**src/include/soc_bus_defines.svh**
```systemverilog
// Widths, address map and CLINT layout of the Wishbone fabric
// Regions are selected by the top address nibble only
// Offsets in a region at or beyond its size answer with err
`ifndef SOC_BUS_DEFINES_SVH
`define SOC_BUS_DEFINES_SVH

// Bus widths
`define SOC_ADDR_W 32
`define SOC_DATA_W 32
`define SOC_BE_W   (`SOC_DATA_W / 8)

// --------------------
// Address map
// --------------------
`define SOC_REGION_ROM   4'h0
`define SOC_REGION_CLINT 4'h2
`define SOC_REGION_GPIO  4'h4
`define SOC_REGION_RAM   4'h8

// Region sizes
`define SOC_ROM_WORDS   16
`define SOC_RAM_WORDS   256
`define SOC_CLINT_BYTES 32'h0001_0000

// ROM word k holds the seed XOR k
`define SOC_ROM_SEED 32'hB007_0000

// CLINT byte offsets, 64-bit registers take two words
`define SOC_CLINT_MSIP     32'h0000_0000
`define SOC_CLINT_MTIMECMP 32'h0000_4000
`define SOC_CLINT_MTIME    32'h0000_BFF8

`endif

```
**src/hdl/soc_bus_pkg.sv**
```systemverilog
// Shared bus types of the Wishbone fabric
// The address is one word with a region view and a word view
`default_nettype none

`include "soc_bus_defines.svh"

package soc_bus_pkg;

  // Region nibble and offset, used by the decoder
  typedef struct packed {
    logic [3:0]               region;
    logic [`SOC_ADDR_W-5:0]   offset;
  } addr_region_t;

  // Word index and byte lane, used by the targets
  typedef struct packed {
    logic [`SOC_ADDR_W-3:0]   index;
    logic [1:0]               lane;
  } addr_word_t;

  typedef union packed {
    addr_region_t rgn;
    addr_word_t   word;
  } wb_addr_u;

  // Wishbone classic request from the master
  typedef struct packed {
    logic                   cyc;
    logic                   stb;
    logic                   we;
    wb_addr_u               adr;
    logic [`SOC_BE_W-1:0]   sel;
    logic [`SOC_DATA_W-1:0] wdata;
  } wb_req_t;

  typedef struct packed {
    logic                   ack;
    logic                   err;
    logic [`SOC_DATA_W-1:0] rdata;
  } wb_rsp_t;

  // One-hot target select, all zero outside the accept cycle
  typedef struct packed {
    logic rom;
    logic ram;
    logic clint;
    logic err;
  } bus_sel_t;

  typedef struct packed {
    bus_sel_t               sel;
    logic                   we;
    wb_addr_u               adr;
    logic [`SOC_BE_W-1:0]   be;
    logic [`SOC_DATA_W-1:0] wdata;
  } bus_access_t;

  typedef struct packed {
    logic [`SOC_DATA_W-1:0] rom;
    logic [`SOC_DATA_W-1:0] ram;
    logic [`SOC_DATA_W-1:0] clint;
  } tgt_rdata_t;

  // Byte-lane merge of write data into an old word
  function automatic logic [`SOC_DATA_W-1:0] merge_be(
    input logic [`SOC_DATA_W-1:0] old_word,
    input logic [`SOC_DATA_W-1:0] new_word,
    input logic [`SOC_BE_W-1:0]   be
  );
    logic [`SOC_DATA_W-1:0] res;
    res = old_word;
    for (int i = 0; i < `SOC_BE_W; i++) begin
      if (be[i]) begin
        res[i*8 +: 8] = new_word[i*8 +: 8];
      end
    end
    return res;
  endfunction

endpackage

`default_nettype wire

```
**src/hdl/bus_decode.sv**
```systemverilog
// Combinational region decode of the Wishbone request
// Selects one target only in the accept cycle, nothing otherwise
// ROM writes, GPIO and out-of-range offsets go to the error target
`timescale 1ns/1ps
`default_nettype none

`include "soc_bus_defines.svh"

module bus_decode (
  input  soc_bus_pkg::wb_req_t     wb_req_i,
  input  logic                     busy_i,
  output soc_bus_pkg::bus_access_t access_o
);

  import soc_bus_pkg::*;

  localparam logic [`SOC_ADDR_W-5:0] RomBytes   = (`SOC_ADDR_W-4)'(`SOC_ROM_WORDS * 4);
  localparam logic [`SOC_ADDR_W-5:0] RamBytes   = (`SOC_ADDR_W-4)'(`SOC_RAM_WORDS * 4);
  localparam logic [`SOC_ADDR_W-5:0] ClintBytes = (`SOC_ADDR_W-4)'(`SOC_CLINT_BYTES);

  logic         accept;
  addr_region_t rgn;
  bus_sel_t     sel;

  // Master holds the request until ack or err
  assign accept = wb_req_i.cyc & wb_req_i.stb & ~busy_i;
  assign rgn    = wb_req_i.adr.rgn;

  always_comb begin
    sel = '0;
    if (accept) begin
      case (rgn.region)
        `SOC_REGION_ROM: begin
          if (!wb_req_i.we && (rgn.offset < RomBytes)) begin
            sel.rom = 1'b1;
          end else begin
            sel.err = 1'b1;
          end
        end
        `SOC_REGION_CLINT: begin
          if (rgn.offset < ClintBytes) begin
            sel.clint = 1'b1;
          end else begin
            sel.err = 1'b1;
          end
        end
        `SOC_REGION_RAM: begin
          if (rgn.offset < RamBytes) begin
            sel.ram = 1'b1;
          end else begin
            sel.err = 1'b1;
          end
        end
        // Not implemented, answered by the error target
        `SOC_REGION_GPIO: sel.err = 1'b1;
        default:          sel.err = 1'b1;
      endcase
    end
  end

  // Payload passes unchanged, only the select is gated
  assign access_o.sel   = sel;
  assign access_o.we    = wb_req_i.we;
  assign access_o.adr   = wb_req_i.adr;
  assign access_o.be    = wb_req_i.sel;
  assign access_o.wdata = wb_req_i.wdata;

endmodule

`default_nettype wire

```
**config.mk**
```make
export PLATFORM = sky130hd
export DESIGN_NAME = bus_decode
export DESIGN_NICKNAME = d
export VERILOG_FILES = /design/src/hdl/soc_bus_pkg.sv /design/src/hdl/bus_decode.sv
export VERILOG_INCLUDE_DIRS = /design/src /design/src/include
export SDC_FILE = /design/constraint.sdc
export NUM_CORES = 1
export LEC_CHECK = 0
export BUFFER_PORTS_ARGS = -buffer_cell sky130_fd_sc_hd__buf_2
export CAP_MARGIN = 20
export CORE_MARGIN = 8
export CORE_UTILIZATION = 25
export DETAILED_ROUTE_END_ITERATION = 6
export PLACE_DENSITY = 0.92
export SYNTH_ARGS = -nofsm -noshare
export SYNTH_HDL_FRONTEND = slang
export SYNTH_SLANG_ARGS = --single-unit
```
**constraint.sdc**
```tcl
create_clock -name vclk -period 2
set_input_delay 0.1 -clock vclk [all_inputs]
set_output_delay 0.1 -clock vclk [all_outputs]
set_load 0.1 [all_outputs]
```
Yosys cells after proc, flatten, opt, wreduce, memory -nomap -nowiden --
Cells that the tools add are included.
Cells by class: add/subtract/negate cells 0, multipliers 0, div/mod/pow operators 0, order comparisons 3, equality and inequality tests 2, shift operators 0, muxes and demuxes 11, bitwise logic cells 3, reductions and logical operators 3
Operators by type and width (count):
- < comparator 28 x 11 -> 1 bit (second input constant) | 1
- < comparator 28 x 17 -> 1 bit (second input constant) | 1
- < comparator 28 x 7 -> 1 bit (second input constant) | 1
- two-way mux 1 bit | 9
- == test 4 x 2 -> 1 bit (second input constant) | 1
- == test 4 bit (second input constant) | 1
- zero test 4 bit | 1
- two-way mux 4 bit | 1
- one-hot mux 1 bit (3 select lines) | 1
- bitwise AND 1 bit | 2
- logical AND 1 bit | 1
- zero test 1 bit | 1
- inverter 1 bit | 1
Word-level totals: bits in registers 0, bits in latches 0, memory bits (writable) 0, bits in read-only memories 0, word-level logic and storage cells 22, memories kept 0

Depth between registers and ports, before layout --
Gate-level depths: netlist of the first run.
word-level depth 5, mapped depth 4, gate-level depth less buffers 4

Least setup slack after synthesis of the first run --
No wires, ideal clock.
kind input to output, start input wb_req_i[60] (netlist bit), end output access_o[70] (netlist bit), arrival time 3093 ps, data required time 1900 ps, slack -1193 ps, stages on the path 4, path buffers 0, cells stage by stage nor4_1 -> nand4_1 -> or3_4 -> nor3b_1
RTL lines:
- from (decl) | line bus_decode.sv:10 | input soc_bus_pkg::wb_req_t wb_req_i,
- to (decl) | line bus_decode.sv:12 | output soc_bus_pkg::bus_access_t access_o

==> summary.log, run 1 <==
[outcome] result of the run complete, no violations
[critical_path] data arrival time of the critical path 1.71 ns
[critical_path] cell breakdown of the critical path buf_2 -> nor4_1 -> nand4_1 -> or3_4 -> nor4_4 -> buf_12
[floorplan] chip width 67.2 µm
[route] Vias per Instance 4.32
[cts] CTS Hold Bufs 0
[synth] Yosys cell types 12
[route] first-pass detailed-route iteration total 2
[placement] GP Congestion 0.699
[critical_path] worst-path maximum fanout 3
[floorplan] number of top-level pins 145
[job] Max Cap Violations 0
[power_and_ir_drop] power density cells 528 mW/mm²
[placement] number of cells after detailed placement 114
[floorplan] Initial Util 26.4%
[synth] synthesized netlist cell count 91
[timing] Setup-failing EPs final 0
[hold_path] path category of the worst min-delay check in -> out
[layout] count of clock-net buffers in the final layout 0
[synth] most repeated cell in the gate-level netlist after synthesis sky130_fd_sc_hd__buf_4
[route] Detailed Route Iter0 Violations 5
[power_and_ir_drop] Power, Total 0.296 mW
[placement] Placement Cell Area 561 µm²
[floorplan] Die Footprint 0.00451 mm²
[global_routing] met1 Track Usage GR 4.82%
[layout] Final Instance Count excl. Fillers 114
[route] final routed wire length divided by cell count 15.6 µm
[critical_path] required time at the worst-slack endpoint 1.90 ns
[layout] number of antenna repair diodes 0
[timing] final slew viol count 0
[critical_path] largest delay contributor family on the critical path simple AND/OR/NAND/NOR gates
[timing] unrepaired setup endpoints after global routing no
[synth] syn nets 163
[global_routing] grt peak-use layer met2
[critical_path] CP bufs+invs 2
[layout] share of cells above drive strength 1 78.6%
[layout] storage element area 0 µm²
[critical_path] cell with the largest stage delay on the worst path sky130_fd_sc_hd__or3_4
[global_routing] pin count of the biggest net entering global routing 7
[synth] Synthesis Warnings 0
[critical_path] kind of start point of the critical path primary input
[layout] Area Growth Syn to Fin -14.3%
[synth] combined area of all synthesized cells 654 µm²
[timing] total negative slack 0 ns
[synth] Synth top area share 79.2%
[floorplan] die height 67.2 µm
[global_routing] via count of the first global-routing pass 512
[power_and_ir_drop] maximum ir drop on the vdd rail 198 µV
[route] detailed-route via count 492
[layout] final core utilization 22.6%
[critical_path] Critical Path Max Stage Delay 0.41 ns
[critical_path] endpoint kind of the worst setup timing path output port
[critical_path] kind of critical path in -> out
[layout] layout sequential cell count 0
[global_routing] total track usage 6.16%
[placement] buffers added on ports 61
[timing] slew margin rel. 67.1%
[cts] count of instances resized after the clock tree is built 0
[layout] FILL cells 290
[route] remaining antenna violation count after routing 0
[timing] Fin Hold WS 0.200 ns
[placement] Post-Place Worst Slack 0.167 ns
[global_routing] initial antenna violation count 0
[timing] Tcrit/Tclk final 90.4%
[timing] time the final worst path needs with I/O delays and setup 1.81 ns
[cts] Post-CTS Repair Setup Buffers 0
[power_and_ir_drop] Lkg Pwr 0.309 nW
[route] total detailed-routing wirelength 1.78 mm
[layout] post-route cell area 561 µm²
[timing] post-route setup slack 0.193 ns
[synth] top area cells in the synthesized netlist sky130_fd_sc_hd__buf_4 (79%), sky130_fd_sc_hd__nor4_1 (5.7%), sky130_fd_sc_hd__nor2_1 (2.9%)
[global_routing] met3 Resource Use GR 4.80%
[route] DRC Markers 0
[timing] slew at the pin closest to its max-slew limit 0.496 ns
[floorplan] core area 0.00248 mm²
[synth] mean instance size in the synthesized netlist 7.19 µm²
[layout] number of nets in the finished design 158
[synth] Yosys top cell by area sky130_fd_sc_hd__buf_4
[global_routing] wire length of the first global-routing pass 2.30 mm
[timing] fmax 553 MHz
[global_routing] total grt overflow 0
[synth] top post-synthesis cells by count sky130_fd_sc_hd__buf_4 (69), sky130_fd_sc_hd__nor4_1 (6), sky130_fd_sc_hd__nor2_1 (5)
[global_routing] met2 track demand over resource in global routing 10.3%
[synth] sequential area share after synthesis 0%
[timing] number of hold violations in the final report 0
[floorplan] cell row count 18
[layout make-up]
class,instances,area [µm²],area share (%)
tap,30,37.5,6.70
multi-input combinational,22,165,29.5
timing repair buffer,62,358,63.8
[where the power goes]
part           internal, mW  switching (mW)  total (mW)  leakage (nW)
Clock                     0               0           0             0
Combinational        0.0454           0.250       0.296         0.309
Sequential                0               0           0             0
[cell usage in the layout, fill, tap and decap left out]
master	count
sky130_fd_sc_hd__buf_2	58
sky130_fd_sc_hd__nor4_1	6
sky130_fd_sc_hd__nor2_1	5
sky130_fd_sc_hd__nand2_1	3
sky130_fd_sc_hd__buf_12	3
sky130_fd_sc_hd__nand4_1	1
sky130_fd_sc_hd__or3_4	1
sky130_fd_sc_hd__nor4b_4	1
sky130_fd_sc_hd__nor3b_4	1
sky130_fd_sc_hd__a21oi_1	1
sky130_fd_sc_hd__nand2b_1	1
sky130_fd_sc_hd__o21ai_0	1
sky130_fd_sc_hd__nor4_4	1
sky130_fd_sc_hd__buf_4	1
[cells by family (layout without fill, tap and decap cells)]
kind of cell           count (synthesis)  in the layout  synth area share, %
buffers and inverters                 69             62                 79.2
and+or+nand+nor                       20             20                 19.3
AOI/OAI and AO/OA                      2              2                 1.53
[path summary, 6_finish.rpt]
kind,to,from,cells after the start
worst max-delay path,access_o[72],wb_req_i[56],6
worst min-delay path,access_o[20],wb_req_i[20],0
[layer usage]
| metal | wire length (µm) | share of wire [%] |
|---|---|---|
| met5 | 0 | 0 |
| met1 | 446 | 25 |
| met2 | 773 | 44 |
| met3 | 470 | 26 |
| met4 | 84 | 4.7 |
Power figures use the tool's default switching activity.
==> inputs of run 2 (changes only) <==
--- a/config.mk
+++ b/config.mk
@@ -12,6 +12,7 @@
 export CORE_UTILIZATION = 25
 export DETAILED_ROUTE_END_ITERATION = 6
 export PLACE_DENSITY = 0.92
+export SETUP_SLACK_MARGIN = 0.2
 export SYNTH_ARGS = -nofsm -noshare
 export SYNTH_HDL_FRONTEND = slang
 export SYNTH_SLANG_ARGS = --single-unit
==> summary.log, run 2 (synthesis gave the netlist of run 1 again) <==
[outcome] result of the run complete, no violations
[timing] number of hold violations in the final report 0 [unchanged]
[critical_path] required time at the worst-slack endpoint 1.90 ns [about the same]
[timing] time the final worst path needs with I/O delays and setup 1.70 ns [-0.102 ns]
[power_and_ir_drop] Lkg Pwr 0.313 nW [+1.6%]
[global_routing] total grt overflow 0 [unchanged]
[layout] Final Instance Count excl. Fillers 114 [unchanged]
[timing] slew margin rel. 66.8% [-0.34 points]
[layout] number of antenna repair diodes 0 [unchanged]
[hold_path] path category of the worst min-delay check in -> out
[critical_path] kind of critical path in -> out
[layout] Area Growth Syn to Fin -7.46%
[global_routing] initial antenna violation count 0 [unchanged]
[route] first-pass detailed-route iteration total 6 [+4]
[job] Max Cap Violations 0 [unchanged]
[critical_path] cell breakdown of the critical path buf_2 -> nor4_4 -> nand4_1 -> or3_4 -> nor4b_4 -> buf_12
[timing] fmax 587 MHz [+6.0%]
[floorplan] core area 0.00248 mm² [unchanged]
[placement] HPWL after DPL 1.71 mm
[layout] layout sequential cell count 0 [unchanged]
[floorplan] number of top-level pins 145 [unchanged]
[route] final routed wire length divided by cell count 16.0 µm [+2.5%]
[layout] FILL cells 285 [-1.7%]
[floorplan] Die Footprint 0.00451 mm² [unchanged]
[critical_path] largest delay contributor family on the critical path simple AND/OR/NAND/NOR gates
[layout] highest-count cells in the layout ignoring fill and taps sky130_fd_sc_hd__buf_2 (58), sky130_fd_sc_hd__nor2_1 (5), sky130_fd_sc_hd__nor4_4 (4)
[route] remaining antenna violation count after routing 0 [unchanged]
[global_routing] via count of the first global-routing pass 543 [+6.1%]
[layout] most common cell after layout, fill and taps aside sky130_fd_sc_hd__buf_2
[floorplan] Initial Util 26.4% [unchanged]
[timing] Tcrit/Tclk final 85.2% [-5.1 points]
[route] total detailed-routing wirelength 1.82 mm [+2.5%]
[cts] CTS Hold Bufs 0 [unchanged]
[critical_path] worst-path maximum fanout 3 [unchanged]
[layout] count of clock-net buffers in the final layout 0 [unchanged]
[global_routing] wire length of the first global-routing pass 2.53 mm [+10%]
[route] Detailed Route Iter0 Violations 21 [+16]
[layout] number of nets in the finished design 158 [unchanged]
[placement] buffers added on ports 61 [unchanged]
[power_and_ir_drop] power density cells 504 mW/mm² [-4.4%]
[timing] final slew viol count 0 [unchanged]
[power_and_ir_drop] Power, Total 0.306 mW [+3.3%]
[layout] storage element area 0 µm² [unchanged]
[route] detailed-route via count 501 [+1.8%]
[critical_path] data arrival time of the critical path 1.60 ns [-0.11 ns]
[critical_path] cell with the largest stage delay on the worst path sky130_fd_sc_hd__or3_4
[global_routing] total track usage 6.73% [+0.57 points]
[critical_path] Critical Path Max Stage Delay 0.41 ns [about the same]
[route] DRC Markers 0 [unchanged]
[timing] Setup-failing EPs final 0 [unchanged]
[floorplan] cell row count 18 [unchanged]
[layout] multi-input logic area 210 µm² [+27%]
[global_routing] pin count of the biggest net entering global routing 7 [unchanged]
[timing] slew at the pin closest to its max-slew limit 0.502 ns [+0.00518 ns]
[placement] number of cells after detailed placement 113 [-0.88%]
[placement] GP Congestion 0.655 [-6.4%]
[timing] unrepaired setup endpoints after global routing no
[critical_path] kind of start point of the critical path primary input
[floorplan] chip width 67.2 µm [unchanged]
[layout] share of cells above drive strength 1 82.1% [+3.6 points]
[critical_path] CP bufs+invs 2 [unchanged]
[route] Vias per Instance 4.39 [+1.8%]
[floorplan] die height 67.2 µm [unchanged]
[timing] total negative slack 0 ns [unchanged]
[power_and_ir_drop] maximum ir drop on the vdd rail 174 µV [-12%]
[critical_path] endpoint kind of the worst setup timing path output port
==> run 2: final timing paths <==
kind                      from           end  slack (ns)  depth (start not counted)
setup / recovery  wb_req_i[60]  access_o[71]        0.30                          6
hold / removal    wb_req_i[25]  access_o[25]        0.20                          0
==> run 2: stage by stage <==
step / hold slack [ns] / worst slack, ns / cell area (µm²) / util, %
3_5_place_dp: 0.201 / 0.201 / 598 / 24.1
5_1_grt: 0.200 / 0.222 / 606 / 24.4
2_1_floorplan: 0.310 / -0.0785 / 728 / -
6_report: 0.200 / 0.295 / 606 / 24.4
3_3_place_gp: 0.201 / 0.259 / 598 / 24.1
4_1_cts: 0.201 / 0.204 / 598 / 24.1
==> run 2: report_power, final <==
part | internal (mW) | switching (mW) | total [mW]
sequential | 0 | 0 | 0
clock | 0 | 0 | 0
combinational | 0.0472 | 0.258 | 0.306
==> run 2: what timing repair did <==
action	CTS	global route
setup buffers	0	1
gates resized for setup	0	0
setup endpoints to repair	0	2
==> run 2: per-layer routing <==
layer / share of wire, % / routed length, µm / track usage, %
met1: 31 / 563 / 6.42
met2: 41 / 742 / 11.4
met3: 25 / 454 / 4.14
met4: 3.2 / 59 / 3.13
met5: 0 / 0 / 0
==> run 2: layout make-up <==
type / instances / area share (%)
multi-input cells: 22 / 34.7
well taps: 30 / 6.20
repair buffers: 62 / 59.1
