[src/include/soc_bus_defines.svh]
// Widths, address map and CLINT layout of the Wishbone fabric
// Regions are selected by the top address nibble only
// Offsets in a region at or beyond its size answer with err
`ifndef SOC_BUS_DEFINES_SVH
`define SOC_BUS_DEFINES_SVH

// Bus widths
`define SOC_ADDR_W 32
`define SOC_DATA_W 32
`define SOC_BE_W   (`SOC_DATA_W / 8)

// --------------------
// Address map
// --------------------
`define SOC_REGION_ROM   4'h0
`define SOC_REGION_CLINT 4'h2
`define SOC_REGION_GPIO  4'h4
`define SOC_REGION_RAM   4'h8

// Region sizes
`define SOC_ROM_WORDS   16
`define SOC_RAM_WORDS   256
`define SOC_CLINT_BYTES 32'h0001_0000

// ROM word k holds the seed XOR k
`define SOC_ROM_SEED 32'hB007_0000

// CLINT byte offsets, 64-bit registers take two words
`define SOC_CLINT_MSIP     32'h0000_0000
`define SOC_CLINT_MTIMECMP 32'h0000_4000
`define SOC_CLINT_MTIME    32'h0000_BFF8

`endif

[src/hdl/soc_bus_pkg.sv]
// Shared bus types of the Wishbone fabric
// The address is one word with a region view and a word view
`default_nettype none

`include "soc_bus_defines.svh"

package soc_bus_pkg;

  // Region nibble and offset, used by the decoder
  typedef struct packed {
    logic [3:0]               region;
    logic [`SOC_ADDR_W-5:0]   offset;
  } addr_region_t;

  // Word index and byte lane, used by the targets
  typedef struct packed {
    logic [`SOC_ADDR_W-3:0]   index;
    logic [1:0]               lane;
  } addr_word_t;

  typedef union packed {
    addr_region_t rgn;
    addr_word_t   word;
  } wb_addr_u;

  // Wishbone classic request from the master
  typedef struct packed {
    logic                   cyc;
    logic                   stb;
    logic                   we;
    wb_addr_u               adr;
    logic [`SOC_BE_W-1:0]   sel;
    logic [`SOC_DATA_W-1:0] wdata;
  } wb_req_t;

  typedef struct packed {
    logic                   ack;
    logic                   err;
    logic [`SOC_DATA_W-1:0] rdata;
  } wb_rsp_t;

  // One-hot target select, all zero outside the accept cycle
  typedef struct packed {
    logic rom;
    logic ram;
    logic clint;
    logic err;
  } bus_sel_t;

  typedef struct packed {
    bus_sel_t               sel;
    logic                   we;
    wb_addr_u               adr;
    logic [`SOC_BE_W-1:0]   be;
    logic [`SOC_DATA_W-1:0] wdata;
  } bus_access_t;

  typedef struct packed {
    logic [`SOC_DATA_W-1:0] rom;
    logic [`SOC_DATA_W-1:0] ram;
    logic [`SOC_DATA_W-1:0] clint;
  } tgt_rdata_t;

  // Byte-lane merge of write data into an old word
  function automatic logic [`SOC_DATA_W-1:0] merge_be(
    input logic [`SOC_DATA_W-1:0] old_word,
    input logic [`SOC_DATA_W-1:0] new_word,
    input logic [`SOC_BE_W-1:0]   be
  );
    logic [`SOC_DATA_W-1:0] res;
    res = old_word;
    for (int i = 0; i < `SOC_BE_W; i++) begin
      if (be[i]) begin
        res[i*8 +: 8] = new_word[i*8 +: 8];
      end
    end
    return res;
  endfunction

endpackage

`default_nettype wire

[src/hdl/bus_response.sv]
// Result stage, one registered ack or err per accepted access
// Read data comes from the target that was selected, zero on err
`timescale 1ns/1ps
`default_nettype none

module bus_response (
  input  logic                     clk_i,
  input  logic                     rst_ni,
  input  soc_bus_pkg::bus_access_t access_i,
  input  soc_bus_pkg::tgt_rdata_t  rdata_i,
  output logic                     busy_o,
  output soc_bus_pkg::wb_rsp_t     wb_rsp_o
);

  import soc_bus_pkg::*;

  bus_sel_t sel_q;
  logic     ack_q;
  logic     err_q;

  always_ff @(posedge clk_i or negedge rst_ni) begin
    if (!rst_ni) begin
      sel_q <= '0;
      ack_q <= 1'b0;
      err_q <= 1'b0;
    end else begin
      sel_q <= access_i.sel;
      ack_q <= access_i.sel.rom | access_i.sel.ram | access_i.sel.clint;
      err_q <= access_i.sel.err;
    end
  end

  // Blocks a new accept in the response cycle
  assign busy_o = ack_q | err_q;

  assign wb_rsp_o.ack = ack_q;
  assign wb_rsp_o.err = err_q;

  // Target words are registered at the same edge as sel_q
  always_comb begin
    wb_rsp_o.rdata = '0;
    if (sel_q.rom) begin
      wb_rsp_o.rdata = rdata_i.rom;
    end else if (sel_q.ram) begin
      wb_rsp_o.rdata = rdata_i.ram;
    end else if (sel_q.clint) begin
      wb_rsp_o.rdata = rdata_i.clint;
    end
  end

endmodule

`default_nettype wire

[config.mk]
export PLATFORM = sky130hd
export DESIGN_NAME = bus_response
export DESIGN_NICKNAME = d
export VERILOG_FILES = /design/src/hdl/soc_bus_pkg.sv /design/src/hdl/bus_response.sv
export VERILOG_INCLUDE_DIRS = /design/src /design/src/include
export SDC_FILE = /design/constraint.sdc
export NUM_CORES = 1
export LEC_CHECK = 0
export ABC_AREA = 0
export BUFFER_PORTS_ARGS = -buffer_cell sky130_fd_sc_hd__clkbuf_2
export CORE_AREA = 2 2 80 82
export CTS_CLUSTER_DIAMETER = 50
export DETAILED_ROUTE_END_ITERATION = 10
export DIE_AREA = 0 0 82 84
export GPL_TIMING_DRIVEN = 1
export HOLD_SLACK_MARGIN = 0.08
export PLACE_DENSITY = 0.6
export RECOVER_POWER = 50
export SLEW_MARGIN = 20
export SYNTH_ARGS = -nofsm -noshare
export SYNTH_HDL_FRONTEND = slang
export SYNTH_SLANG_ARGS = --single-unit
[constraint.sdc]
create_clock -name clk_i -period 1.54 [get_ports clk_i]
set_input_delay 0.077 -clock clk_i [delete_from_list [all_inputs] [get_ports clk_i]]
set_output_delay 0.077 -clock clk_i [all_outputs]
set_load 0.02 [all_outputs]
; After elaboration in Yosys (flattened, before gate mapping)
; Index checks and enable logic that the tools add are counted.
[totals]
out_inout_bits = 35
inputBits = 171
register_bits = 5
elab_cells = 11
[classes]
n_bitwise = 3
n_mux = 3
[ops]
columns = cell, count
row1 = $mux 32, 3
row2 = $or 1x1->1, 3

; Depth between registers and ports, before layout
; Gate-level depths: netlist of the first run.
[depth]
depth_word = 3
ltp_mapped = 4

; Worst setup path after synthesis of the first run
; No wires, ideal clock.
[synth_path]
path_type = register to output
startpoint = register sel_q[2] in the netlist's numbering
endpoint = output wb_rsp_o[29] in the netlist's numbering
arrival_ps = 1097
path_stages_with_launch = 5
path_buffers = 2
required_ps = 1463
path_slack_ps = 366
cell_sequence = dfrtp_1 -> buf_6 -> buf_6 -> nand3b_1 -> a21oi_1
[synth_lines]
columns = item, line_no
row1 = from (decl), bus_response.sv:17  ; bus_sel_t sel_q;
row2 = from (signal assigned), bus_response.sv:27  ; sel_q <= access_i.sel;
row3 = to (decl), bus_response.sv:12  ; output soc_bus_pkg::wb_rsp_t wb_rsp_o

==> metrics.md, run 1 <==
| Metric | Value |
|---|---|
| Hold violation total from the final report | 0 |
| Total clock buffers created by CTS | 3 |
| Cell class contributing the biggest share of worst-path delay | flip-flops |
| Setup tns final | 0 ns |
| Min Tclk post-route | 1.44 ns |
| Global routing met2 resource utilization | 0.197 |
| CP endpoint kind | output port |
| #FFs+latches synth | 5 |
| CTS tree | built |
| Number of nets in the layout | 458 |
| Drt initial violations | 55 |
| Congestion Overflow GR | 0 |
| Status | complete, no violations |
| Post-DRT Antenna Nets | 0 |
| Post-layout util | 0.301 |
| Power density over the cells | 491 nW/um^2 |
| Initial core utilization | 0.171 |
| Mux share of post-synthesis cell area | 0 |
| Placed wire-length estimate after detailed placement | 3.23 mm |
| Buffers & Inverters on Critical Path | 2 |
| Maximum resistive drop on vdd | 0.000504 V |
| Commonest cells after routing, fill and taps aside | 121 x clkbuf_2, 64 x a21oi_1, 32 x nand3b_1, 32 x nor2b_1, 16 x clkbuf_1 |
| CP required | 1.46 ns |
| Number of rows in the core area | 29 |
| Horizontal extent of the die | 82 um |
| Number of pins with negative max-slew slack in the final report | 0 |
| Vertical extent of the die | 84 um |
| Endpoint arrival time on the critical path | 1.37 ns |
| Unrepaired setup endpoints after global routing | false |
| Area added between synthesis and finish | 76.4% |
| Initial DRT Pass Iterations | 4 |
| Post-synthesis instance area | 1040 um^2 |
| Buffers added on ports | 136 |
| CP Cell Sequence | buf_12 -> nand3b_1 -> a21oi_1 -> clkbuf_1 |
| Diode count | 0 |
| Synthesized-area fraction occupied by and/or/nand/nor cells | 0.435 |
| First-pass GRT wire length | 6.33 mm |
| Vias per std cell | 4.38 |
| Number of buffers on the longest clock path | 2 |
| Yosys warns | 0 |
| Compound-cell area share of the yosys netlist | 0.308 |
| Final GP Congestion | 0.689 |
| CTS sink cnt | 5 |
| Most common cell after layout, fill and taps aside | clkbuf_2 |
| CP startpoint kind | register |
| Combined global-route utilization of all metal layers | 0.112 |
| GR met1 Demand/Resource | 0.139 |
| Startpoint-to-endpoint class of the critical path | reg -> out |
| Final standard cell count with taps included and fillers excluded | 363 |
| DIE AREA | 6890 um^2 |
| Largest net degree at the start of global routing | 46 |
| Core area | 6100 um^2 |
| Detailed-route wire length | 4.16 mm |
| Mean area per synthesized cell | 6.76 um^2 |
| Remaining design rule violation count | 0 |
| Number of ports placed on the die boundary | 206 |
| Final number of setup-violating endpoints | 0 |
| GR Layer Usage met3 | 0.0216 |
| Via total after detailed routing | 1589 |
| Peak Freq | 0.693 GHz |
| Part of the Yosys area used for sequential elements | 0.120 |
| FILL cells | 690 |
| Routed wire per std cell | 11.5 um |
| Hold/Removal Path Class | in -> async |
| Maximum level of the CTS H-tree | 1 |
| Clock slew seen by the registers of the worst setup and hold paths | 0.04 ns |
| Post-CTS Setup Bufs | 0 |
| Critical Path Stages | 4 |
| Cell count after placement | 354 |
| Fraction of layout cells with a size suffix above 1 | 0.465 |
| Period utilization | 0.938 |
| GRT busiest layer | met2 |
| Crit path max-delay cell type | dfrtp_2 |
| Antenna violations before repair | 0 |
| Max-Cap Viols | 0 |
| Largest family of logic cells by synthesized area | simple AND/OR/NAND/NOR gates |
| Max transition margin | 0.821 |
| CP peak stage delay | 0.43 ns |
| Leakage power | 0.877 nW |
| Clock tree root driver cell | clkbuf_8 |
| Post-Syn Instances | 154 |
| Worst slew pin tran | 0.268 ns |
| Synthesized netlist net count | 325 |
| Critical-path maximum fanout | 34 |
| Number of global-route vias before repair | 1460 |
| XOR/XNOR share of the synthesized area | 0 |
| Post-synthesis share of cell area spent on full adders, half adders and majority gates | 0 |
| Number of unique standard cell types used by synthesis | 9 |
metrics by stage:
step | worst slack (ns) | cell area (um^2) | power (mW) | hold WS (ns)
floorplan | 0.366 | 1040 | 0.437 | -0.219
global placement | 0.354 | 1760 | 0.658 | -0.106
detailed placement | 0.348 | 1760 | 0.664 | -0.102
CTS | 0.104 | 1860 | 0.925 | 0.198
global route | 0.0290 | 1840 | 0.972 | 0.286
finish | 0.0961 | 1840 | 0.901 | 0.242
where the power goes:
group	internal, mW	leakage (nW)	switching, mW
Sequential	0.139	0.0541	0.00544
Clock	0.178	0.0228	0.0629
Combinational	0.241	0.800	0.276
flip-flops by register name, summed over array words and instances, names as in the netlist:
name   cells
ack_q      1
sel_q      3
err_q      1
synth_stat cells:
cell,count,area share
or3_1,1,0.0060
dfrtp_1,5,0.12
buf_6,6,0.065
nand3b_1,32,0.23
nor2b_1,32,0.19
or2_2,1,0.0060
buf_2,9,0.043
buf_4,4,0.029
a21oi_1,64,0.31
path summary, 6_finish.rpt:
kind / slack [ns] / startpoint / end
setup / recovery: 0.1 / sel_q[2]$_DFF_PN0_ / wb_rsp_o[17]
hold / removal: 0.24 / rst_ni / sel_q[1]$_DFF_PN0_
max in group asynchronous: 1.07 / rst_ni / sel_q[3]$_DFF_PN0_
min in group clk_i: 0.50 / rdata_i[3] / wb_rsp_o[3]
per-layer routing:
layer  up-vias  part of all wire  wire length, um
met5         -                 0                0
met2        80              0.48             2000
li1        807                 -                -
met3         0              0.12              481
met1       702              0.40             1680
met4         0                 0                0
layout make-up:
class | count | area [um^2] | area share
tap | 77 | 96.3 | 0.0525
multi-input combinational | 130 | 773 | 0.421
clock buffer | 4 | 45.0 | 0.0245
sequential | 5 | 128 | 0.0695
timing repair buffer | 147 | 795 | 0.433
cells by family after synthesis:
logic type / Yosys count
AOI/OAI and AO/OA: 64
buffers and inverters: 19
DFF: 5
and+or+nand+nor: 66
what timing repair did:
action,CTS,global route
endpoints found under the setup margin,0,0
endpoints found under the hold margin,10,0
hold buffers,5,0
resized for setup,0,0
No activity file was read; power rests on OpenSTA's default activity.
==> inputs of run 2 (changes only) <==
==> constraint.sdc (replaced) <==
create_clock -name clk_i -period 1.54 [get_ports clk_i]
set_input_delay 0.154 -clock clk_i [delete_from_list [all_inputs] [get_ports clk_i]]
set_output_delay 0.154 -clock clk_i [all_outputs]
set_load 0.02 [all_outputs]
==> run 2 against run 1 <==
  * Non-clock buffer count unchanged
  * Sequential cell count unchanged
  * Power up 1.3%
  * Routed wire length up 0.26%
  * Die area unchanged
  * Core utilization up 0.43 points
  * Via count down 1.1%
  * Cell area up 1.4%
  * Global-route usage unchanged
  * Fmax down 2.1%
  * Sequential power about the same
  * Clock-buffer cell count unchanged
  * Largest power group unchanged
==> metrics.md, run 2 (synthesis gave the netlist of run 1 again) <==
| Metric | Value |
|---|---|
| Initial DRT Pass Iterations | 4 (unchanged) |
| Number of flip-flops in the largest register | 3 (unchanged) |
| Diode count | 0 (unchanged) |
| Post-CTS Setup Bufs | 0 (unchanged) |
| Total clock buffers created by CTS | 3 (unchanged) |
| Peak Freq | 0.678 GHz (-2.1%) |
| Number of nets in the layout | 458 (unchanged) |
| Crit path setup slack, layout | 0.0650 ns (-0.0311 ns) |
| Fraction of layout cells with a size suffix above 1 | 0.503 (+0.0385) |
| Post-layout util | 0.306 (+0.00431) |
| Critical-path maximum fanout | 34 (unchanged) |
| Worst Setup Slack post-DPL | 0.271 ns (-0.0770 ns) |
| Number of ports placed on the die boundary | 206 (unchanged) |
| Number of pins with negative max-slew slack in the final report | 0 (unchanged) |
| CTS tree | built |
| Endpoint arrival time on the critical path | 1.32 ns (-0.05 ns) |
| CTS sink cnt | 5 (unchanged) |
| Largest registers | sel_q: 3 flops, ack_q: 1 flops, err_q: 1 flops |
| Clock tree root driver cell | clkbuf_8 |
| Initial core utilization | 0.171 (unchanged) |
| Biggest register | sel_q |
| Number of buffers on the longest clock path | 2 (unchanged) |
| Congestion Overflow GR | 0 (unchanged) |
| Vias per std cell | 4.33 (-1.1%) |
| Vertical extent of the die | 84 um (unchanged) |
| Leakage power | 0.906 nW (+3.3%) |
| Number of rows in the core area | 29 (unchanged) |
| Max-Cap Viols | 0 (unchanged) |
| Via total after detailed routing | 1572 (-1.1%) |
| Drt initial violations | 46 (-16%) |
| Hold violation total from the final report | 0 (unchanged) |
| Maximum level of the CTS H-tree | 1 (unchanged) |
| Max transition margin | 0.821 (about the same) |
| Hold/Removal Path Class | in -> async |
| Power density over the cells | 490 nW/um^2 (-0.12%) |
| Cell count after placement | 354 (unchanged) |
| DIE AREA | 6890 um^2 (unchanged) |
| Period utilization | 0.958 (+0.0202) |
| Most common cell after layout, fill and taps aside | clkbuf_2 |
| Clock slew seen by the registers of the worst setup and hold paths | 0.04 ns (about the same) |
| Core area | 6100 um^2 (unchanged) |
| Buffers added on ports | 136 (unchanged) |
| Remaining design rule violation count | 0 (unchanged) |
| Final standard cell count with taps included and fillers excluded | 363 (unchanged) |
| Area added between synthesis and finish | 79.0% |
| Routed wire per std cell | 11.5 um (+0.26%) |
| Antenna violations before repair | 0 (unchanged) |
| CP endpoint kind | output port |
| Horizontal extent of the die | 82 um (unchanged) |
| Post-DRT Antenna Nets | 0 (unchanged) |
| CP startpoint kind | register |
| Detailed-route wire length | 4.17 mm (+0.26%) |
| Commonest cells after routing, fill and taps aside | 123 x clkbuf_2, 62 x a21oi_1, 32 x nand3b_1, 32 x nor2b_1, 7 x clkbuf_1 |
| Final GP Congestion | 0.689 (unchanged) |
| Final number of setup-violating endpoints | 0 (unchanged) |
| Status | complete, no violations |
| Placed wire-length estimate after detailed placement | 3.23 mm (unchanged) |
| First-pass GRT wire length | 6.33 mm (unchanged) |
| Post-route cell area | 1860 um^2 (+1.4%) |
| Largest net degree at the start of global routing | 46 (unchanged) |
| FILL cells | 685 (-0.72%) |
| Startpoint-to-endpoint class of the critical path | reg -> out |
| Min Tclk post-route | 1.48 ns (+0.0311 ns) |
| Worst slew pin tran | 0.269 ns (+0.000142 ns) |
| Maximum resistive drop on vdd | 0.000505 V (about the same) |
| CP required | 1.39 ns (-0.07 ns) |
| Total placed instance area | 1760 um^2 (unchanged) |
| Final-layout worst hold slack | 0.319 ns (+0.0771 ns) |
| Number of global-route vias before repair | 1460 (unchanged) |
| Combined global-route utilization of all metal layers | 0.112 (unchanged) |
## run 2: what timing repair did
action	in CTS	in global routing
setup endpoints to repair	0	8
hold buffers	5	0
gates resized for setup	0	14
endpoints found under the hold margin	9	0
## run 2: through the flow
step | setup TNS [ns] | total power, mW
6_report | 0 | 0.913
5_1_grt | -0.00526 | 0.983
4_1_cts | 0 | 0.925
3_5_place_dp | 0 | 0.664
3_3_place_gp | 0 | 0.658
2_1_floorplan | 0 | 0.437
## run 2: worst max-delay path, stage by stage (launching register included)
cell	delay (ns)
dfrtp_2	0.43
buf_12	0.17
nand3b_1	0.17
a21oi_1	0.14
clkbuf_2	0.18
## run 2: worst paths after layout
kind / from / end / slack (ns) / depth (start not counted)
setup / recovery: sel_q[2]$_DFF_PN0_ / wb_rsp_o[10] / 0.06 / 4
hold / removal: rst_ni / sel_q[1]$_DFF_PN0_ / 0.32 / 2
max in group asynchronous: rst_ni / sel_q[3]$_DFF_PN0_ / 0.99 / 2
min in group clk_i: access_i[69] / err_q$_DFF_PN0_ / 0.59 / 2
## run 2: power breakdown
group	leakage (nW)	switching, mW	internal, mW
logic	0.829	0.277	0.251
registers	0.0541	0.00544	0.139
clock network	0.0228	0.0629	0.178
## run 2: area by class of cell
type / instances / area (um^2) / share of cell area
tap: 77 / 96.3 / 0.0517
clock buffer: 4 / 45.0 / 0.0242
multi-input combinational: 130 / 781 / 0.419
timing repair buffer: 147 / 813 / 0.437
sequential: 5 / 128 / 0.0685
## run 2: layer usage
layer  wire (um)  up-vias  global-route usage
li1            -      806                   -
met1        1750      689               0.139
met4           0        0              0.0227
met2        1990       77               0.197
met5           0        -                   0
met3         429        0              0.0216
==> inputs of run 3 (changes only) <==
ABC_AREA = 1   (was 0)
CORE_AREA = 2 2 81 83   (was 2 2 80 82)
DIE_AREA = 0 0 83 85   (was 0 0 82 84)
PLACE_DENSITY = 0.61   (was 0.6)
==> run 3 against run 2 <==
  * Die area up 2.4%
  * Sequential share of layout area is 0.36 points lower
  * First-iteration DRC count shrank 13%
  * Clock power about the same
  * Critical path depth grew 2
  * Largest cell class is now multi-input gates
  * Setup slack worse by 0.0034 ns
  * Synthesized area rose by 9.4%
  * Worst hold slack lost 0.0034 ns
  * Sequential power about the same
  * Power rose by 2.9%
  * Fmax shrank 0.23%
  * Core utilization is 0.84 points higher
==> metrics.md, run 3 <==
| Metric | Value |
|---|---|
| Maximum level of the CTS H-tree | 1 (unchanged) |
| Core area | 6200 um^2 (+1.8%) |
| Post-CTS Setup Bufs | 0 (unchanged) |
| Vias per std cell | 4.03 (-6.9%) |
| Min Tclk post-route | 1.48 ns (+0.00341 ns) |
| Unrepaired setup endpoints after global routing | true |
| Startpoint-to-endpoint class of the critical path | reg -> out |
| CP Cell Sequence | buf_12 -> nand2_1 -> nand2_1 -> nor2_1 -> nor2_1 -> clkbuf_2 |
| Clock tree root driver cell | clkbuf_8 |
| CP startpoint kind | register |
| Commonest cells after routing, fill and taps aside | 129 x clkbuf_2, 126 x nor2_1, 96 x nand2_1, 7 x clkbuf_1, 5 x dlygate4sd3_1 |
| Number of ports placed on the die boundary | 206 (unchanged) |
| Most common cell in the synthesized netlist | nor2_1 |
| Global routing met2 resource utilization | 0.195 (-0.00159) |
| Crit path max-delay cell type | dfrtp_2 |
| Crit path setup slack, layout | 0.0616 ns (-0.00341 ns) |
| Biggest register | sel_q |
| Area added between synthesis and finish | 71.1% |
| First-pass GRT wire length | 6.36 mm (+0.54%) |
| Setup tns final | 0 ns (unchanged) |
| Number of flip-flops in the largest register | 3 (unchanged) |
| GR met1 Demand/Resource | 0.118 (-0.0210) |
| Most common cell after layout, fill and taps aside | clkbuf_2 |
| Number of buffers on the longest clock path | 2 (unchanged) |
| GRT busiest layer | met2 |
| Post-synthesis instance area | 1140 um^2 (+9.4%) |
| Vertical extent of the die | 85 um (+1.2%) |
| Number of flops mapped to enable cells by yosys | 0 (unchanged) |
| Post-DRT Antenna Nets | 0 (unchanged) |
| FILL cells | 708 (+3.4%) |
| Hold/Removal Path Class | in -> async |
| CTS tree | built |
| Clock slew seen by the registers of the worst setup and hold paths | 0.04 ns (about the same) |
| Power after layout | 940 uW (+2.9%) |
| Mean area per synthesized cell | 4.55 um^2 (-33%) |
| Peak Freq | 0.676 GHz (-0.23%) |
| Combined global-route utilization of all metal layers | 0.102 (-0.0101) |
| Initial DRT Pass Iterations | 4 (unchanged) |
| Number of unique standard cell types used by synthesis | 10 (+1) |
| Share of synthesized registers carrying an async set or reset | 1.00 (unchanged) |
| CP required | 1.39 ns (about the same) |
| CP peak stage delay | 0.42 ns (about the same) |
| Multi-input gate area in the final layout | 858 um^2 (+9.9%) |
| Final GP Congestion | 0.762 (+11%) |
| Final number of setup-violating endpoints | 0 (unchanged) |
| Period utilization | 0.960 (+0.00221) |
| Remaining design rule violation count | 0 (unchanged) |
| Antenna violations before repair | 0 (unchanged) |
| Buffers added on ports | 136 (unchanged) |
| Initial core utilization | 0.184 (+0.0127) |
| Hold violation total from the final report | 0 (unchanged) |
| Maximum resistive drop on vdd | 0.000478 V (-5.4%) |
| Status | complete, no violations |
| Share of the synthesized area in the top cell type | 0.419 (+0.111) |
| Most common library cells after synthesis | 127 x nor2_1, 96 x nand2_1, 9 x buf_6 |
| CTS sink cnt | 5 (unchanged) |
| DIE AREA | 7060 um^2 (+2.4%) |
| Congestion Overflow GR | 0 (unchanged) |
| Horizontal extent of the die | 83 um (+1.2%) |
| Via total after detailed routing | 1854 (+18%) |
| Drt initial violations | 40 (-13%) |
| Diode count | 0 (unchanged) |
| Dominant synthesized flop cell | dfrtp_1 |
| Post-Syn Instances | 250 (+62%) |
| Endpoint arrival time on the critical path | 1.32 ns (about the same) |
| Final-layout worst hold slack | 0.316 ns (-0.00335 ns) |
| Synthesized netlist net count | 421 (+30%) |
| Max transition margin | 0.831 (+0.00994) |
| Worst slew pin tran | 0.254 ns (-0.0149 ns) |
| Leakage power | 1.18 nW (+31%) |
| Power density over the cells | 483 nW/um^2 (-1.6%) |
| Detailed-route wire length | 3.87 mm (-7.3%) |
| Critical-path maximum fanout | 34 (unchanged) |
| Yosys warns | 0 (unchanged) |
| Part of the Yosys area used for sequential elements | 0.110 (-0.0103) |
| Worst Setup Slack post-DPL | 0.242 ns (-0.0291 ns) |
| Placed wire-length estimate after detailed placement | 3.19 mm (-1.4%) |
| Largest net degree at the start of global routing | 35 (-24%) |
| Number of pins with negative max-slew slack in the final report | 0 (unchanged) |
| Number of rows in the core area | 29 (unchanged) |
| GR Layer Usage met3 | 0.0185 (-0.00316) |
| CP endpoint kind | output port |
| Footprint of the flip-flops and latches | 126 um^2 (-0.98%) |
| Routed wire per std cell | 8.41 um (-27%) |
| Synth top area cells | nor2_1 42%, nand2_1 32%, dfrtp_1 11% |
| #FFs+latches synth | 5 (unchanged) |
| Number of nets in the layout | 555 (+21%) |
| Post-layout util | 0.314 (+0.00835) |
| Fraction of layout cells with a size suffix above 1 | 0.376 (-0.128) |
| Area leader, netlist | nor2_1 |
| Largest registers | sel_q: 3 flops, ack_q: 1 flops, err_q: 1 flops |
| Number of global-route vias before repair | 1587 (+8.7%) |
| Total clock buffers created by CTS | 3 (unchanged) |
| Max-Cap Viols | 0 (unchanged) |
[run 3: cell count changes after synthesis, sizes merged, moves of 32 or more]
cell / previous run / this run
nand2: 0 / 96
a21oi: 64 / 0
nand3b: 32 / 0
nor2: 0 / 128
nor2b: 32 / 0
[run 3: routing by layer]
layer	wire length, um	vias up	share of wire
li1	-	997	-
met1	1690	766	0.44
met2	1820	91	0.47
met3	357	0	0.092
met4	0	0	0
met5	0	-	0
[run 3: cell families (layout without fill, tap and decap cells)]
kind of cell,count (synthesis),after routing,share of synthesized area
DFF,5,5,0.110
and+or+nand+nor,226,226,0.752
buffers and inverters,19,152,0.138
[run 3: final cells by class]
type / instances / area share
sequential: 5 / 0.0649
clock buffer: 4 / 0.0231
multi-input combinational: 226 / 0.441
timing repair buffer: 147 / 0.420
inverter: 1 / 0.00193
tap: 77 / 0.0495
[run 3: worst max-delay path by stage]
stage                                  start            to  depth (start not counted)
after detailed placement  sel_q[3]$_DFF_PN0_  wb_rsp_o[23]                          6
after floorplan           sel_q[2]$_DFF_PN0_  wb_rsp_o[31]                          5
after global placement    sel_q[3]$_DFF_PN0_  wb_rsp_o[23]                          6
after global routing      sel_q[1]$_DFF_PN0_  wb_rsp_o[27]                          6
after CTS                 sel_q[2]$_DFF_PN0_  wb_rsp_o[31]                          6
final                     sel_q[2]$_DFF_PN0_   wb_rsp_o[7]                          6
[run 3: critical path, delay by kind of cell (launching register included)]
family,cells,cell delay (ns)
buffers and inverters,2,0.32
flip-flops,1,0.42
AND/OR/NAND/NOR,4,0.33
[run 3: power breakdown]
group	total, mW	switching, mW	internal, mW
combinational	0.556	0.312	0.244
sequential	0.144	0.00511	0.139
clock	0.240	0.0628	0.178
[run 3: timing repair]
action	CTS	global route
gates resized for setup	1	8
endpoints found under the setup margin	1	18
endpoints found under the hold margin	9	0
hold buffers	5	0
[run 3: through the flow]
step	cells	area, um^2
global placement	451	1830
global route	460	1950
detailed placement	451	1830
CTS	460	1930
floorplan	250	1140
finish	460	1950
